==> src/MonopixConfPkg.sv <==
package MonopixConfPkg;

    // Periphery geometry
    localparam int NumFlavors = 4;   // PMOS_NOSF, PMOS, COMP, HV
    localparam int NumCols    = 8;   // Columns per flavor

    // Global configuration word
    localparam int ConfBits = 12;

    // Field offsets, one bit per flavor in each field
    localparam int EnReadPos        = 0;
    localparam int EnTestPatternPos = 4;
    localparam int EnHitOrPos       = 8;

    typedef logic [ConfBits-1:0]   ConfWordT;
    typedef logic [NumFlavors-1:0] FlavorMaskT;

    // Power-up word, also forced by DefConf
    // All flavors read out and drive HitOr, no test pattern
    localparam ConfWordT ConfDefault = {
        FlavorMaskT'('1),   // EnHitOr
        FlavorMaskT'('0),   // EnTestPattern
        FlavorMaskT'('1)    // EnRead
    };

endpackage

==> src/MonopixReadoutPkg.sv <==
package MonopixReadoutPkg;

    // Bunch crossing timestamp
    localparam int BcidBits = 6;
    typedef logic [BcidBits-1:0] BcidT;   // Gray coded

    // Hit address
    localparam int RowBits = 6;
    typedef logic [RowBits-1:0] RowT;
    typedef logic [2:0]         ColIdxT;

    // Serial frame, MSB first on the wire
    // {start bit, column, row, bcid}
    localparam int WordBits = 16;
    typedef logic [WordBits-1:0] HitWordT;

    // Fixed frame sent in test pattern mode
    localparam HitWordT TestPatternWord = 16'hA5C3;

    // Output serializer
    typedef enum logic {
        SerIdle,
        SerShift
    } SerStateT;

endpackage

==> src/ConfReg.sv <==
`timescale 1ns/1ns

module ConfReg
    import MonopixConfPkg::*;
(
    input  logic     ClkBx,
    input  logic     reset_ff,
    input  logic     DefConf,     // Force the default word
    input  logic     ConfShift,   // Shift strobe
    input  logic     ConfLoad,    // Copy shift register to active word
    input  logic     ConfIn,
    output logic     ConfOut,
    output ConfWordT Conf
);

    ConfWordT shiftReg;
    ConfWordT activeReg;

    // Shift has priority, a load in the same cycle is lost
    always_ff @(posedge ClkBx) begin
        if (reset_ff) begin
            shiftReg  <= '0;
            activeReg <= ConfDefault;
        end else if (ConfShift) begin
            shiftReg <= {shiftReg[ConfBits-2:0], ConfIn};   // Toward MSB
        end else if (ConfLoad) begin
            activeReg <= shiftReg;
        end
    end

    // Serial readback of the shift chain
    assign ConfOut = shiftReg[ConfBits-1];

    // Override pin wins over whatever was loaded
    assign Conf = DefConf ? ConfDefault : activeReg;

endmodule

==> src/BcidCounter.sv <==
`timescale 1ns/1ns

module BcidCounter
    import MonopixReadoutPkg::*;
(
    input  logic ClkBx,
    input  logic reset_ff,
    input  logic BcidReset,
    output BcidT Bcid
);

    logic [BcidBits-1:0] binCount;

    // Free running, wraps at 64
    always_ff @(posedge ClkBx) begin
        if (reset_ff || BcidReset) begin
            binCount <= '0;
        end else begin
            binCount <= binCount + 1'b1;
        end
    end

    // Gray code so only one bit toggles per crossing
    // on the wide distribution to the columns
    assign Bcid = binCount ^ (binCount >> 1);

endmodule

==> src/ColumnBuffer.sv <==
`timescale 1ns/1ns

module ColumnBuffer
    import MonopixConfPkg::*;
    import MonopixReadoutPkg::*;
(
    input  logic               ClkBx,
    input  logic               reset_ff,
    input  logic               EnRead,
    input  logic               EnTestPattern,
    input  logic               EnHitOr,
    input  logic               Freeze,
    input  logic               Take,      // Serializer accepted Word
    input  logic [NumCols-1:0] ColHit,
    input  RowT  [NumCols-1:0] ColRow,
    input  BcidT               Bcid,
    output logic               WordValid,
    output logic               HitOr,
    output HitWordT            Word
);

    logic [NumCols-1:0] occupied;
    RowT                rowMem  [NumCols];
    BcidT               bcidMem [NumCols];

    ColIdxT selCol;
    logic   anyOcc;

    // Occupancy flags
    // Take needs WordValid, hence Freeze, so capture and clear never meet
    always_ff @(posedge ClkBx) begin
        if (reset_ff) begin
            occupied <= '0;
        end else begin
            for (int c = 0; c < NumCols; c++) begin
                if (EnRead && !Freeze && ColHit[c] && !occupied[c]) begin
                    occupied[c] <= 1'b1;
                end
            end
            if (Take && !EnTestPattern) begin
                occupied[selCol] <= 1'b0;   // Frame handed off
            end
        end
    end

    // Hit payload, written only when a column fills
    always_ff @(posedge ClkBx) begin
        for (int c = 0; c < NumCols; c++) begin
            if (EnRead && !Freeze && ColHit[c] && !occupied[c]) begin
                rowMem[c]  <= ColRow[c];
                bcidMem[c] <= Bcid;   // Timestamp before this edge
            end
        end
    end

    // Lowest occupied column wins
    always_comb begin
        selCol = '0;
        for (int c = NumCols - 1; c >= 0; c--) begin
            if (occupied[c]) begin
                selCol = ColIdxT'(c);
            end
        end
    end

    assign anyOcc = |occupied;

    // Readout only while frozen
    // Test pattern mode always has a word ready
    assign WordValid = EnTestPattern | (Freeze & anyOcc);

    always_comb begin
        if (EnTestPattern) begin
            Word = TestPatternWord;
        end else begin
            Word = {1'b1, selCol, rowMem[selCol], bcidMem[selCol]};
        end
    end

    // Fast trigger, straight from the discriminators
    assign HitOr = EnHitOr & (|ColHit);

endmodule

==> src/HitSerializer.sv <==
`timescale 1ns/1ns

module HitSerializer
    import MonopixReadoutPkg::*;
(
    input  logic    ClkBx,
    input  logic    reset_ff,
    input  logic    Read,
    input  logic    WordValid,
    input  HitWordT Word,
    output logic    Take,
    output logic    TokenOut,
    output logic    DataOut
);

    SerStateT state;
    HitWordT  shiftReg;
    logic [3:0] bitCnt;   // Counts the 16 frame bits

    // Token only offered while idle
    assign TokenOut = WordValid && (state == SerIdle);

    // Read outside the token window is dropped here
    assign Take = TokenOut && Read;

    always_ff @(posedge ClkBx) begin
        if (reset_ff) begin
            state  <= SerIdle;
            bitCnt <= '0;
        end else begin
            case (state)
                SerIdle: begin
                    if (Take) begin
                        state  <= SerShift;
                        bitCnt <= '0;
                    end
                end
                SerShift: begin
                    bitCnt <= bitCnt + 1'b1;
                    if (bitCnt == 4'd15) begin
                        state <= SerIdle;   // Last bit just went out
                    end
                end
                default: state <= SerIdle;
            endcase
        end
    end

    // Frame data
    always_ff @(posedge ClkBx) begin
        if (Take) begin
            shiftReg <= Word;
        end else if (state == SerShift) begin
            shiftReg <= shiftReg << 1;
        end
    end

    // MSB first, line held low between frames
    assign DataOut = (state == SerShift) & shiftReg[WordBits-1];

endmodule

==> src/MonopixTop.sv <==
`timescale 1ns/1ns

module MonopixTop
    import MonopixConfPkg::*;
    import MonopixReadoutPkg::*;
(
    input  logic                                ClkBx,
    input  logic                                reset_ff,
    input  logic                                BcidReset,
    input  logic                                DefConf,
    input  logic                                ConfShift,
    input  logic                                ConfLoad,
    input  logic                                ConfIn,
    output logic                                ConfOut,
    input  logic [NumFlavors-1:0][NumCols-1:0]  ColHit,
    input  RowT  [NumFlavors-1:0][NumCols-1:0]  ColRow,
    input  FlavorMaskT                          Freeze,
    input  FlavorMaskT                          Read,
    output FlavorMaskT                          TokenOut,
    output FlavorMaskT                          DataOut,
    output FlavorMaskT                          HitOr
);

    ConfWordT conf;
    BcidT     bcid;

    ConfReg i_confReg (
        .ClkBx     (ClkBx),
        .reset_ff  (reset_ff),
        .DefConf   (DefConf),
        .ConfShift (ConfShift),
        .ConfLoad  (ConfLoad),
        .ConfIn    (ConfIn),
        .ConfOut   (ConfOut),
        .Conf      (conf)
    );

    // One timestamp shared by all flavors
    BcidCounter i_bcidCounter (
        .ClkBx     (ClkBx),
        .reset_ff  (reset_ff),
        .BcidReset (BcidReset),
        .Bcid      (bcid)
    );

    for (genvar f = 0; f < NumFlavors; f++) begin : gFlavor
        logic    wordValid;
        logic    take;
        HitWordT word;

        ColumnBuffer i_columnBuffer (
            .ClkBx         (ClkBx),
            .reset_ff      (reset_ff),
            .EnRead        (conf[EnReadPos + f]),
            .EnTestPattern (conf[EnTestPatternPos + f]),
            .EnHitOr       (conf[EnHitOrPos + f]),
            .Freeze        (Freeze[f]),
            .Take          (take),
            .ColHit        (ColHit[f]),
            .ColRow        (ColRow[f]),
            .Bcid          (bcid),
            .WordValid     (wordValid),
            .HitOr         (HitOr[f]),
            .Word          (word)
        );

        HitSerializer i_hitSerializer (
            .ClkBx     (ClkBx),
            .reset_ff  (reset_ff),
            .Read      (Read[f]),
            .WordValid (wordValid),
            .Word      (word),
            .Take      (take),
            .TokenOut  (TokenOut[f]),
            .DataOut   (DataOut[f])
        );
    end

endmodule

==> config.mk <==
export PLATFORM = sky130hd
export DESIGN_NAME = MonopixTop
export DESIGN_NICKNAME = d
export VERILOG_FILES = /design/src/MonopixConfPkg.sv /design/src/MonopixReadoutPkg.sv /design/src/ConfReg.sv /design/src/BcidCounter.sv /design/src/ColumnBuffer.sv /design/src/HitSerializer.sv /design/src/MonopixTop.sv
export SDC_FILE = /design/constraint.sdc
export NUM_CORES = 1
export LEC_CHECK = 0
export BUFFER_PORTS_ARGS = -buffer_cell sky130_fd_sc_hd__buf_4
export CELL_PAD_IN_SITES_DETAIL_PLACEMENT = 1
export CELL_PAD_IN_SITES_GLOBAL_PLACEMENT = 1
export CORE_UTILIZATION = 49
export CTS_CLUSTER_SIZE = 20
export DETAILED_ROUTE_END_ITERATION = 10
export PLACE_DENSITY_LB_ADDON = 0.08
export SLEW_MARGIN = 0
export SYNTH_ARGS = -nofsm -noshare
export SYNTH_HDL_FRONTEND = slang
export SYNTH_HIERARCHICAL = 1
export SYNTH_SLANG_ARGS = --single-unit
==> constraint.sdc <==
create_clock -name ClkBx -period 3.45 [get_ports ClkBx]
set_clock_uncertainty 0.15 [all_clocks]
set_input_delay 0.5175 -clock ClkBx [delete_from_list [all_inputs] [get_ports ClkBx]]
set_output_delay 0.5175 -clock ClkBx [all_outputs]
set_load 0.02 [all_outputs]
==> impl_metrics.toml <==
[min_path]
hold_path.class = "in -> reg"
hold_end = "i_confReg/activeReg[4]$_SDFFE_PP0P_"
holdPathStages = 3
holdCritStartpoint = "ConfLoad"

[setup_path]
cp_top_family = "simple AND/OR/NAND/NOR gates"
crit_path_end_kind = "output pin"
r2r-start = "gFlavor[0].i_columnBuffer/occupied[5]$_SDFF_PP0_"
r2r_slack_ns = 0.48
cp_slowest_stage_delay_ns = 0.65
path_buf_inv = 1
cp_cell_sequence = "nor4_1, nand2_1, a21o_1, nor2b_1, buf_4"
r2r_end = "gFlavor[0].i_hitSerializer/shiftReg[6]$_DFFE_PP_"
path_class = "reg -> out"
required_ns = 2.78
slowest_stage = "nor4_1"
critPathMaxFanout = 7
cp.arrival_ns = 2.50
cp-start-kind = "register"
r2r_cells = 5

[detailed_routing]
drt_iter0_drc = 1264
drc = 0
post_drt_wl_per_cell_um = 25.3
ant_nets = 0
routed_wl_um = 65900
dr_total_vias = 15300
firstDrtPassIters = 6
viasPerCell = 5.88

[global_routing]
antenna_found_initial = 4
grt_usage = 0.282
grt_pass1_wl_um = 99800
grt_max_degree = 67
grt-ovfl-total = 0
grt_pass1_vias = 16500

[sta]
slew_violations = 0
hold_viol_final = 0
hold_slack_ns = 0.0802
worst_pin_slew_ns = 1.32
setup_viol = 0
period_needed_ns = 3.17
tns_ns = 0
max_slew_margin = 0.117
fin_crit_sh = 0.917
fmax_mhz = 316
rsz0062_at_grt = "no"

[clock_tree]
htreeDepth = 2
path_clk_slew_ns = 0.06
cts_max_path_buffers = 3
numCtsBuffers = 56
clk_latency_ns = 0.61
post-cts-setup-buffer-count = 0
cts_tree = "built"
cts_num_sinks = 530
cts_root_buf = "clkbuf_16"

[finish]
drive_gt1_frac = 0.281
area.growth.synth_to_final_pct = 27.9
nets = 2206
multi_input_area_um2 = 6700
design_area_um2 = 28700
mostFrequentLayoutCells = "448 x edfxtp_1, 312 x buf_4, 193 x dlygate4sd3_1"
final_common_cell = "edfxtp_1"
final-seq-area_um2 = 15100
fillers = 4207

[logic_synthesis]
syn_nets = 1735
async_reset_ff_frac = 0
syn_inst = 1488
ys.warnings.count = 6
synth_edf_count = 448
ys_seq_area_frac = 0.674
synth_cell_types = 62
synth_flop_cell = "edfxtp_1"
netlist_area_um2 = 22400
ys_seq_elements = 530
syn_area_per_cell_um2 = 15.1

[run_status]
status = "finished clean"

[floorplan]
start_util = 0.501
core_area_um2 = 44700
rows = 77
pin_count = 252
dieHeight_um = 216
dieArea_um2 = 46600
die_w_um = 216

[power]
clkPwrFrac = 0.371
switching_share = 0.257
ir_worst_vdd_mv = 0.473
internal_power_uw = 12000
p_leak_uw = 0.0107
power_density_nw_per_um2 = 566
p_switching_uw = 4170
power.total_uw = 16200
pwr-share-comb = 0.162
seqPwrFrac = 0.467

[placed_design]
place_area_um2 = 24900
dpl.hpwl_um = 38900
io_buffers = 251
place.gp.congestion = 0.843

[run]
maxCapViolations = 0
## cells by family (layout without fill, tap and decap cells)
group           Yosys count  count (layout)  share of synthesized area
simple gates            298             298                     0.0761
flops                   530             530                      0.674
other cells               4               8                   0.000670
xor+xnor                  2               2                   0.000782
fa+ha+maj                 8               8                    0.00447
mux                     157             157                     0.0831
buf+inv                 105             624                     0.0280
compound gates          384             384                      0.133
## metrics by stage
stage / setup WS, ns / instances / util
after floorplan: 0.719 / 1488 / -
after global placement: 0.646 / 2300 / 0.558
after detailed placement: 0.597 / 2300 / 0.558
after CTS: 0.417 / 2599 / 0.641
after global routing: 0.168 / 2601 / 0.641
final: 0.285 / 2603 / 0.641
## cell type report
type,instances,area share
antenna,4,0.000349
clock buffer,75,0.0532
clock inverter,31,0.00934
inverter,13,0.00170
multi-input combinational,853,0.234
sequential,530,0.527
tap,592,0.0258
timing repair buffer,505,0.149
## metal layers
metal | up-vias | track usage | share of wire
met5 | - | 0 | 0
met3 | 131 | 0.0468 | 0.054
met4 | 0 | 0.0920 | 0.030
met1 | 7779 | 0.362 | 0.41
li1 | 6875 | - | -
met2 | 533 | 0.486 | 0.50
## sequential cells by signal (all words and copies together) (netlist names)
register / count
gFlavor.i_columnBuffer/bcidMem: 192
gFlavor.i_columnBuffer/rowMem: 192
gFlavor.i_hitSerializer/shiftReg: 64
gFlavor.i_columnBuffer/occupied: 32
gFlavor.i_hitSerializer/bitCnt: 16
i_confReg/activeReg: 12
i_confReg/shiftReg: 12
i_bcidCounter/binCount: 6
gFlavor.i_hitSerializer/state: 4
## cells in the mapped netlist (5+ instances only)
master	number	area [um^2]
edfxtp_1	448	13500
a2111oi_2	16	240
a311oi_1	36	315
nor3b_1	5	37.5
nand3_1	36	180
a2111o_1	24	270
o22ai_1	48	300
a211oi_1	24	180
a2111oi_1	8	80.1
a22oi_1	24	180
nor3_1	5	25.0
dfxtp_1	82	1640
buf_2	37	185
a21o_1	8	60.1
nor2b_2	8	70.1
inv_1	13	48.8
nand2_1	48	180
buf_6	20	225
mux2_4	41	616
and3_1	24	150
buf_1	8	30.0
a21oi_1	98	490
a222oi_1	24	240
mux2i_1	48	480
nor4_1	12	75.1
clkbuf_1	17	63.8
nor2_1	71	267
and3b_1	8	70.1
nor2b_1	16	100
mux2_1	16	180
ha_1	8	100
o21ai_0	32	160
nand3b_1	10	75.1
or2_2	12	75.1
mux2_2	52	586
buf_4	10	75.1
and2_1	8	50.1
## power by group through the flow
stage          clock [uW]  combinational [uW]  sequential (uW)
3_3_place_gp            0                2310             7680
2_1_floorplan           0                1610             7620
4_1_cts              6050                2570             7570
6_report             6010                2620             7580
3_5_place_dp            0                2370             7700
5_1_grt              6330                2780             7610
## timing repair
item                      CTS  global route
resized for setup           0             0
hold endpoints to repair  193             0
hold buffers              193             0
## worst min-delay path, stage by stage
cell and delay (ns):
buf_4 0.12, nand4bb_1 0.09, o21ai_0 0.07
## worst max-delay path by stage
| stage | depth (start not counted) | start | endpoint | slack [ns] |
|---|---|---|---|---|
| floorplan | 11 | DefConf | gFlavor[2].i_columnBuffer/occupied[2]$_SDFF_PP0_ | 0.72 |
| global placement | 5 | gFlavor[0].i_columnBuffer/occupied[5]$_SDFF_PP0_ | gFlavor[0].i_hitSerializer/shiftReg[7]$_DFFE_PP_ | 0.65 |
| detailed placement | 6 | gFlavor[3].i_columnBuffer/occupied[2]$_SDFF_PP0_ | gFlavor[3].i_hitSerializer/shiftReg[8]$_DFFE_PP_ | 0.60 |
| CTS | 5 | gFlavor[2].i_columnBuffer/occupied[5]$_SDFF_PP0_ | TokenOut[2] | 0.42 |
| global route | 5 | gFlavor[2].i_columnBuffer/occupied[5]$_SDFF_PP0_ | TokenOut[2] | 0.17 |
| finish | 5 | gFlavor[2].i_columnBuffer/occupied[5]$_SDFF_PP0_ | TokenOut[2] | 0.28 |
(Power assumes the default switching activity.)
